`config.mk`:
```
export PLATFORM = sky130hd
export DESIGN_NAME = stream_buf_top
export DESIGN_NICKNAME = d
export VERILOG_FILES = /design/src/buf_pkg.sv /design/src/stream_buf_top.sv /design/src/fifo_wm_regs.sv /design/src/fifo.sv /design/src/ram_tp.sv
export SDC_FILE = /design/constraint.sdc
export NUM_CORES = 1
export LEC_CHECK = 0
export BUFFER_PORTS_ARGS = -buffer_cell sky130_fd_sc_hd__buf_4
export CAP_MARGIN = 40
export CORE_MARGIN = 3
export CORE_UTILIZATION = 55
export CTS_BUF_LIST = sky130_fd_sc_hd__clkbuf_4 sky130_fd_sc_hd__clkbuf_8
export CTS_CLUSTER_SIZE = 16
export DETAILED_ROUTE_END_ITERATION = 8
export PLACE_DENSITY = 0.73
export SLEW_MARGIN = 5
export SYNTH_ARGS = -nofsm -noshare
export SYNTH_HDL_FRONTEND = slang
export SYNTH_SLANG_ARGS = --single-unit
```
`constraint.sdc`:
```
create_clock -name clk_i -period 6 [get_ports clk_i]
set_input_delay 0.3 -clock clk_i [delete_from_list [all_inputs] [get_ports clk_i]]
set_output_delay 0.3 -clock clk_i [all_outputs]
set_load 0.005 [all_outputs]
```
`src/buf_pkg.sv`:
```
// Shared sizes, register map, status structs and reset levels for the word buffer.
// Modules import it inside their bodies and name its types with buf_pkg:: in port lists.

package buf_pkg;

    localparam int DATA_W     = 32;
    localparam int FIFO_DEPTH = 16;                     // Must stay a power of two.
    localparam int CNT_W      = $clog2(FIFO_DEPTH) + 1; // Counts run from 0 to FIFO_DEPTH.
    localparam int REG_ADDR_W = 2;

    // Register map of the watermark block.
    localparam logic [REG_ADDR_W-1:0] REG_AF_LVL = 2'd0;
    localparam logic [REG_ADDR_W-1:0] REG_AE_LVL = 2'd1;
    localparam logic [REG_ADDR_W-1:0] REG_AVAIL  = 2'd2; // Read only.
    localparam logic [REG_ADDR_W-1:0] REG_OVF    = 2'd3; // Any write clears the bit.

    localparam logic [CNT_W-1:0] AF_LVL_RST = CNT_W'(2);
    localparam logic [CNT_W-1:0] AE_LVL_RST = CNT_W'(2);

    typedef struct packed {
        logic             last;
        logic             full;
        logic [CNT_W-1:0] free;
    } wr_status_t;

    typedef struct packed {
        logic             last;
        logic             empty;
        logic [CNT_W-1:0] avail;
    } rd_status_t;

    typedef struct packed {
        logic almost_full;
        logic almost_empty;
    } wm_flags_t;

endpackage
```
`src/stream_buf_top.sv`:
```
// Top level of the word buffer: the FIFO and its watermark register block.
// Status structs go both to the ports and to the register block.

`timescale 1ns/1ps

module stream_buf_top (
    input  logic                           clk_i,
    input  logic                           rst_n_i,

    input  logic                           wr_en_i,
    input  logic [buf_pkg::DATA_W-1:0]     wr_data_i,
    input  logic                           rd_en_i,
    output logic [buf_pkg::DATA_W-1:0]     rd_data_o,

    output buf_pkg::wr_status_t            wr_status_o,
    output buf_pkg::rd_status_t            rd_status_o,
    output buf_pkg::wm_flags_t             wm_flags_o,
    output logic                           overflow_o,

    input  logic                           cfg_we_i,
    input  logic [buf_pkg::REG_ADDR_W-1:0] cfg_addr_i,
    input  logic [buf_pkg::CNT_W-1:0]      cfg_wdata_i,
    output logic [buf_pkg::CNT_W-1:0]      cfg_rdata_o
);

    import buf_pkg::*;

    fifo #(
        .WIDTH (DATA_W),
        .DEPTH (FIFO_DEPTH)
    ) u_fifo (
        .clk_i       (clk_i),
        .rst_n_i     (rst_n_i),
        .wr_en_i     (wr_en_i),
        .wr_data_i   (wr_data_i),
        .wr_status_o (wr_status_o),
        .rd_en_i     (rd_en_i),
        .rd_data_o   (rd_data_o),
        .rd_status_o (rd_status_o)
    );

    // The register block sees the raw write strobe to catch dropped writes.
    fifo_wm_regs u_wm_regs (
        .clk_i       (clk_i),
        .rst_n_i     (rst_n_i),
        .cfg_we_i    (cfg_we_i),
        .cfg_addr_i  (cfg_addr_i),
        .cfg_wdata_i (cfg_wdata_i),
        .cfg_rdata_o (cfg_rdata_o),
        .wr_en_i     (wr_en_i),
        .wr_status_i (wr_status_o),
        .rd_status_i (rd_status_o),
        .wm_flags_o  (wm_flags_o),
        .overflow_o  (overflow_o)
    );

endmodule

```
`src/fifo_wm_regs.sv`:
```
// Watermark register block beside the FIFO. It holds the almost-full and
// almost-empty levels and a sticky overflow bit, and reads back levels and count.
// Writes take effect in the next cycle; the read mux is combinational.

`timescale 1ns/1ps

module fifo_wm_regs (
    input  logic                           clk_i,
    input  logic                           rst_n_i,

    input  logic                           cfg_we_i,
    input  logic [buf_pkg::REG_ADDR_W-1:0] cfg_addr_i,
    input  logic [buf_pkg::CNT_W-1:0]      cfg_wdata_i,
    output logic [buf_pkg::CNT_W-1:0]      cfg_rdata_o,

    input  logic                           wr_en_i,
    input  buf_pkg::wr_status_t            wr_status_i,
    input  buf_pkg::rd_status_t            rd_status_i,
    output buf_pkg::wm_flags_t             wm_flags_o,
    output logic                           overflow_o
);

    import buf_pkg::*;

    logic [CNT_W-1:0] af_lvl;
    logic [CNT_W-1:0] ae_lvl;
    logic             ovf;
    logic             ovf_set;
    logic             ovf_clr;

    // A write strobe while full is a dropped word.
    assign ovf_set = wr_en_i & wr_status_i.full;
    assign ovf_clr = cfg_we_i & (cfg_addr_i == REG_OVF);

    always_ff @(posedge clk_i or negedge rst_n_i) begin
        if (!rst_n_i) begin
            af_lvl <= AF_LVL_RST;
            ae_lvl <= AE_LVL_RST;
        end else if (cfg_we_i) begin
            case (cfg_addr_i)
                REG_AF_LVL: af_lvl <= cfg_wdata_i;
                REG_AE_LVL: ae_lvl <= cfg_wdata_i;
                default: ; // Count is read only, overflow is handled below.
            endcase
        end
    end

    always_ff @(posedge clk_i or negedge rst_n_i) begin
        if (!rst_n_i) begin
            ovf <= 1'b0;
        end else if (ovf_set) begin
            ovf <= 1'b1; // Set wins over a clear in the same cycle.
        end else if (ovf_clr) begin
            ovf <= 1'b0;
        end
    end

    assign overflow_o = ovf;

    assign wm_flags_o.almost_full  = (wr_status_i.free <= af_lvl);
    assign wm_flags_o.almost_empty = (rd_status_i.avail <= ae_lvl);

    always_comb begin
        case (cfg_addr_i)
            REG_AF_LVL: cfg_rdata_o = af_lvl;
            REG_AE_LVL: cfg_rdata_o = ae_lvl;
            REG_AVAIL:  cfg_rdata_o = rd_status_i.avail;
            default:    cfg_rdata_o = {{(CNT_W - 1){1'b0}}, ovf};
        endcase
    end

endmodule

```
`src/fifo.sv`:
```
// Synchronous FIFO built on ram_tp with pointers one bit wider than the address.
// Write and read status are combinational on the pointers; read data comes one
// cycle after an accepted read.

`timescale 1ns/1ps

module fifo #(
    parameter int WIDTH = 32,
    parameter int DEPTH = 16
) (
    input  logic               clk_i,
    input  logic               rst_n_i,

    input  logic               wr_en_i,
    input  logic [WIDTH-1:0]   wr_data_i,
    output buf_pkg::wr_status_t wr_status_o,

    input  logic               rd_en_i,
    output logic [WIDTH-1:0]   rd_data_o,
    output buf_pkg::rd_status_t rd_status_o
);

    import buf_pkg::*;

    localparam int AW = $clog2(DEPTH);
    localparam logic [AW:0] FULL_CNT = (AW + 1)'(DEPTH);

    logic [AW:0] wr_ptr;
    logic [AW:0] rd_ptr;
    logic [AW:0] used_cnt;
    logic [AW:0] free_cnt;
    logic        full;
    logic        empty;
    logic        wr_accept;
    logic        rd_accept;

    // The extra top bit tells a full buffer from an empty one.
    assign empty = (wr_ptr == rd_ptr);
    assign full  = (wr_ptr == {~rd_ptr[AW], rd_ptr[AW-1:0]});

    assign used_cnt = wr_ptr - rd_ptr; // Wraps correctly modulo 2*DEPTH.
    assign free_cnt = FULL_CNT - used_cnt;

    assign wr_accept = wr_en_i & ~full;
    assign rd_accept = rd_en_i & ~empty;

    assign wr_status_o.last = (free_cnt == (AW + 1)'(1));
    assign wr_status_o.full = full;
    assign wr_status_o.free = CNT_W'(free_cnt);

    assign rd_status_o.last  = (used_cnt == (AW + 1)'(1));
    assign rd_status_o.empty = empty;
    assign rd_status_o.avail = CNT_W'(used_cnt);

    ram_tp #(
        .WIDTH (WIDTH),
        .DEPTH (DEPTH)
    ) u_ram (
        .clk_i     (clk_i),
        .rst_n_i   (rst_n_i),
        .wr_en_i   (wr_accept),
        .wr_addr_i (wr_ptr[AW-1:0]),
        .wr_data_i (wr_data_i),
        .rd_en_i   (rd_accept),
        .rd_addr_i (rd_ptr[AW-1:0]),
        .rd_data_o (rd_data_o)
    );

    always_ff @(posedge clk_i or negedge rst_n_i) begin
        if (!rst_n_i) begin
            wr_ptr <= '0;
            rd_ptr <= '0;
        end else begin
            if (wr_accept) begin
                wr_ptr <= wr_ptr + 1'b1;
            end
            if (rd_accept) begin
                rd_ptr <= rd_ptr + 1'b1;
            end
        end
    end

endmodule

```
`src/ram_tp.sv`:
```
// Two-port RAM with one write port and a registered read port on a single clock.
// The read register loads only on rd_en_i and otherwise holds its last word.

`timescale 1ns/1ps

module ram_tp #(
    parameter int WIDTH = 32,
    parameter int DEPTH = 16
) (
    input  logic                     clk_i,
    input  logic                     rst_n_i,

    input  logic                     wr_en_i,
    input  logic [$clog2(DEPTH)-1:0] wr_addr_i,
    input  logic [WIDTH-1:0]         wr_data_i,

    input  logic                     rd_en_i,
    input  logic [$clog2(DEPTH)-1:0] rd_addr_i,
    output logic [WIDTH-1:0]         rd_data_o
);

    logic [WIDTH-1:0] mem [DEPTH];

    always_ff @(posedge clk_i) begin
        if (wr_en_i) begin
            mem[wr_addr_i] <= wr_data_i;
        end
    end

    always_ff @(posedge clk_i or negedge rst_n_i) begin
        if (!rst_n_i) begin
            rd_data_o <= '0;
        end else if (rd_en_i) begin
            rd_data_o <= mem[rd_addr_i];
        end
    end

endmodule

```
Word-level counts from Yosys, hierarchy flattened
Memory sizes are Yosys's and may differ from the RTL's. A register that Yosys moved wholly into a read port is not among the register bits. Index checks and enable logic that the tools add are counted.

Memories: 1. Latch bits: 0. Output and inout bits: 54. RAM bits: 512. Bits in read-only memories: 0. Bits in registers: 21.

Memories: u_fifo.u_ram.mem (depth 16, bits a word 32, rd ports 1, clocked after memory_dff 1, write ports 1, RTL line ram_tp.sv:22) `logic [WIDTH-1:0] mem [DEPTH];`.

$mul: 0. Bitwise logic cells: 7. Multiplexer cells: 5. Shift operators: 0. $lt $le $gt $ge: 2. Reductions and logical operators: 5. Add/sub/neg operators: 4. Equal/unequal tests: 7. Div/mod/pow operators: 0.

Operator list (number): 5-bit one-hot mux with 3 select lines (1); 5-bit by 1-bit adder with 5-bit output, second input constant (2); 5-bit by 1-bit == test with 1-bit output, second input constant (2); 5-bit == test (2); 5-bit less-or-equal comparator (2); 5-bit subtractor (1); 5-bit subtractor, first input constant (1); 1-bit bitwise AND (4); 2-bit == test, second input constant (2); 1-bit two-way mux (4); 2-bit AND reduction (2); 1-bit NOT (3); 2-bit by 1-bit == test with 1-bit output, second input constant (1); 2-bit logical NOT (1); 2-bit nonzero test (1); 1-bit logical NOT (1).

Longest topological paths before layout
Depth after elaboration: 6. Gate-level depth with buffers: 12.

Hierarchy
From an unflattened synthesis, not the netlist that was laid out.

Cell total of the unflattened synthesis: 1039. Area, all modules: 22387.7 um^2.

By module, submodules not included: ram_tp (seq. area each 16175.5 um^2, area each 20788.7 um^2, cells each 876, instances 1); fifo_wm_regs (seq. area each 277.8 um^2, area each 804.5 um^2, cells each 79, instances 1); fifo (seq. area each 250.2 um^2, area each 794.5 um^2, cells each 84, instances 1).

Worst setup path after synthesis
Ideal clock, no wire load.

Path type: flip-flop to flip-flop. From: reg u_fifo.rd_ptr[1]. To: mem u_fifo.u_ram.mem[3][0] (enable). Arrival: 4366 ps. Path slack: 1173 ps. Path buffers: 3. Setup time: 461 ps. Required time: 5539 ps. Stages on the path, launching flop included: 11. Cells stage by stage: dfrtp_1 > clkbuf_1 > clkbuf_1 > inv_1 > ha_1 > nand4_1 > nor2b_1 > nor2b_1 > clkbuf_1 > nand2_1 > nor3_1.

Word-level cells in the longest chain between the ends: 5.

RTL lines: start, declared (RTL line fifo.sv:29) `logic [AW:0] rd_ptr;`; start signal, assigned (RTL line fifo.sv:78) `rd_ptr <= rd_ptr + 1'b1;`; 5-bit == test (RTL line fifo.sv:39) `assign full = (wr_ptr == {~rd_ptr[AW], rd_ptr[AW-1:0]});`; named net u_fifo.full (RTL line fifo.sv:32) `logic full;`; 1-bit NOT (RTL line fifo.sv:44) `assign wr_accept = wr_en_i & ~full;`; 1-bit bitwise AND (RTL line fifo.sv:44); 1-bit two-way mux (RTL line ram_tp.sv:25) `if (wr_en_i) begin`; 1-bit two-way mux (implied by the code) (RTL line ram_tp.sv:26) `mem[wr_addr_i] <= wr_data_i;`; end, declared (RTL line ram_tp.sv:22).

The timed path passes the listed nets, and every way through them passes these cells.

==> flow_metrics.tcl <==
set metrics [dict create \
    cts.hold.buffers_added 22 \
    route.antenna.remaining_nets 0 \
    nFillCells 2477 \
    timing.setup.tns_ps 0 \
    post_synth_instance_area_sq_um 21960 \
    setup_ws_ps 2022 \
    cts_tree "built" \
    clkSlewWorstSetupHoldPaths_ps 60 \
    postSynthNetCount 1095 \
    clk-insertion-delay-late_ps 610 \
    insertedDiodeCount 0 \
    timing.slew.headroom_pct 39.86 \
    post_synth_num_cell_types 39 \
    tritoncts.num_buffers 86 \
    antenna_found_initial 0 \
    crit_fanout 5 \
    power.density_nw_per_um2 492.7 \
    floorplan.die.width_um 205.8 \
    grt_first_pass_wirelength_um 71670 \
    outcome "completed" \
    drive_gt1_share_pct 32.70 \
    yosysSeqAreaShare_pct 76.07 \
    post_cts_buffers 0 \
    cts_root_buffer "sky130_fd_sc_hd__clkbuf_8" \
    worst_endpoint_required_time_ps 5700 \
    clock-sinks 565 \
    worst-setup-path-type "flop to output pin" \
    ios 98 \
    xor_and_xnor_fraction_of_the_mapped_netlist_area_pct 0.6325 \
    post-place-cells 1616 \
    max_cap_viol_count 0 \
    r2r_setup_slack_ps 2250 \
    fmax_mhz 251.4 \
    worst_ir_drop_vdd_mv 0.2930 \
    register_area_sq_um 16710 \
    tightest_slew_ps 899.9 \
    track_usage_pct 23.42 \
    multi_input_comb_area_sq_um 5069 \
    crit_path_start_kind "flop" \
    start_util_pct 56.29 \
    synth_fa_ha_area_share_pct 1.345 \
    setup_viol 0 \
    p_leak_nw 8.767 \
    dominant_cells_by_area_after_synthesis "sky130_fd_sc_hd__edfxtp_1, sky130_fd_sc_hd__mux4_2, sky130_fd_sc_hd__dfrtp_1" \
    max-clock-path-buffers 3 \
    grt_remaining_overflow 0 \
    grtUsageMet1_pct 34.71 \
    die_area_sq_um 42360 \
    routed_via_density 6.028 \
    slew_viol_final 0 \
    cts-resized-gates 0 \
    first_iter_violations 1261 \
    final_period_utilization_pct 66.31 \
    floorplan.core_area_sq_um 39010 \
    detail_route.first_pass.iterations 7 \
    first_global_vias 11199 \
    final_std_cells_w_o_fill 1790 \
    worst-endpoint-arrival_ps 3680 \
    worst-path-buf-inv 4 \
    die_y_um 205.8 \
    crit_path_cell_trace "inv_1, ha_1, inv_1, fa_1, inv_1, ha_1, xor2_1, ha_1, o21a_1, o21a_1, o21a_1, o22ai_1, buf_4" \
    largest_family_of_logic_cells_by_synthesized_area "multiplexers" \
    routed-via-count 10790 \
    groute.layer.met2.usage_pct 35.80 \
    grt_busiest_layer "met2" \
    ys_ff_latch 565 \
    report.power.total_mw 12.59 \
    hold_slack_ps 44.53 \
    skew_ps 22.28 \
    routabilityCongestion 0.7843 \
    layout_min_cycle_time_ps 3978 \
    area_delta_synth_final_pct 16.40 \
    yosys_warnings 0 \
    synth_mux_area_share_pct 16.64 \
    grt_max_degree 97 \
    critPathCaptureType "output pin" \
    synth.top_cell.area_share_pct 70.02 \
    post_synth.cell_area_avg_sq_um 21.36 \
    dp_hpwl_um 29420 \
    global_route.usage.met3_pct 5.379 \
    h-tree-depth 3 \
    wire_per_inst_um 26.54 \
    critical_path.top_delay_family "adder cells" \
    synth_simple_gate_area_share_pct 1.880 \
    placement_rows 72 \
    numPortBuffers 97 \
    post_synth_inst_count 1028 \
    hold_violations 0 \
    remaining_drc_errors 0 \
    final_nets 1275 \
    min_path_type "input pin to flop" \
    rsz_0062_raised_after_global_routing "false" \
    slowest_stage_delay_on_critical_path_ps 610 \
    slowest_stage "sky130_fd_sc_hd__fa_1" \
    placement.setup.worst_slack_ps 2267 \
    routed_wirelength_um 47510 \
    complex_gate_fraction_of_the_synthesized_area_pct 2.068 \
    yosysTopAreaCell "sky130_fd_sc_hd__edfxtp_1" \
]
[state kept, by name (all words and copies together) (netlist names)]
register	count
u_fifo.u_ram.mem	512
u_fifo.u_ram.rd_data_o	32
u_fifo.rd_ptr	5
u_fifo.wr_ptr	5
u_wm_regs.ae_lvl	5
u_wm_regs.af_lvl	5
u_wm_regs.overflow_o	1
[cells in the final DEF (no fill, tap or decap), drive strengths merged, types with 2 or more instances in the layout]
master	instances
nand2	51
dfstp	2
nand2b	3
inv	19
o21a	6
dlygate4sd3	22
nand3b	2
mux4	129
mux2	6
clkinv	28
dfrtp	51
a21o	2
nor3	5
o221ai	32
nand4	5
ha	22
nand3	3
o22ai	5
o21ai	8
nor2	16
clkbuf	120
nor2b	5
mux2i	68
buf	123
xnor2	12
bufinv	4
xor2	3
edfxtp	512
[cells by family after synthesis]
logic type                 Yosys count
buffers and inverters               72
DFF                                565
muxes                              203
AOI/OAI and AO/OA                   58
adders and majority gates           23
xor gates and xnor gates            15
and+or+nand+nor                     92
[through the flow]
stage / util, % / instance area, sq um
global route: 65.53 / 25560
detailed placement: 60.55 / 23620
finish: 65.53 / 25560
global placement: 59.85 / 23350
floorplan: - / 21960
CTS: 65.53 / 25560
[synth_stat cells (all sizes together)]
cell and number:
a31oi 1, nor2b 5, a21oi 1, nor2 16, mux2 6, a22o 1, nand2 51, nand2b 3
dfstp 2, o21ai 8, nor3b 1, inv 19, edfxtp 512, a21boi 1, fa 1, o221ai 32
mux4 129, dfrtp 51, xnor2 12, nor3 5, nand4 5, nand3b 2, ha 22, a21o 2
mux2i 68, o22ai 5, o21a 6, nand3 3, buf 24, o211ai 1, clkbuf 29, xor2 3
or4b 1
[cell type report]
cell class / count / area share, %
flip-flops and latches: 565 / 65.38
multi-input cells: 391 / 19.83
clock buffers: 120 / 5.825
repair buffers: 145 / 5.228
well taps: 518 / 2.536
clock inverters: 32 / 0.9154
inverters: 19 / 0.2888
[worst paths after layout]
check / start / to / cells after the start
max: u_fifo.wr_ptr[0] / wm_flags_o[1] / 13
min: wr_data_i[25] / u_fifo.u_ram.mem[10][25] / 1
max reg2reg: u_fifo.rd_ptr[2] / u_fifo.u_ram.mem[1][1] / 8
min reg2reg: u_fifo.u_ram.rd_data_o[3] / u_fifo.u_ram.rd_data_o[3] / 2
max in group asynchronous: rst_n_i / u_fifo.rd_ptr[1] / 2
min in group asynchronous: rst_n_i / u_fifo.u_ram.rd_data_o[20] / 2
[report_power, final]
part,internal [mW],switching (mW)
logic,2.05,2.33
registers,4.82,0.244
clock network,1.77,1.38
[layer usage]
layer / wire, um / up-vias
li1: - / 4606
met5: 0 / -
met4: 993 / 0
met2: 22620 / 479
met3: 4276 / 79
met1: 19620 / 5626
Power figures use the tool's default switching activity.
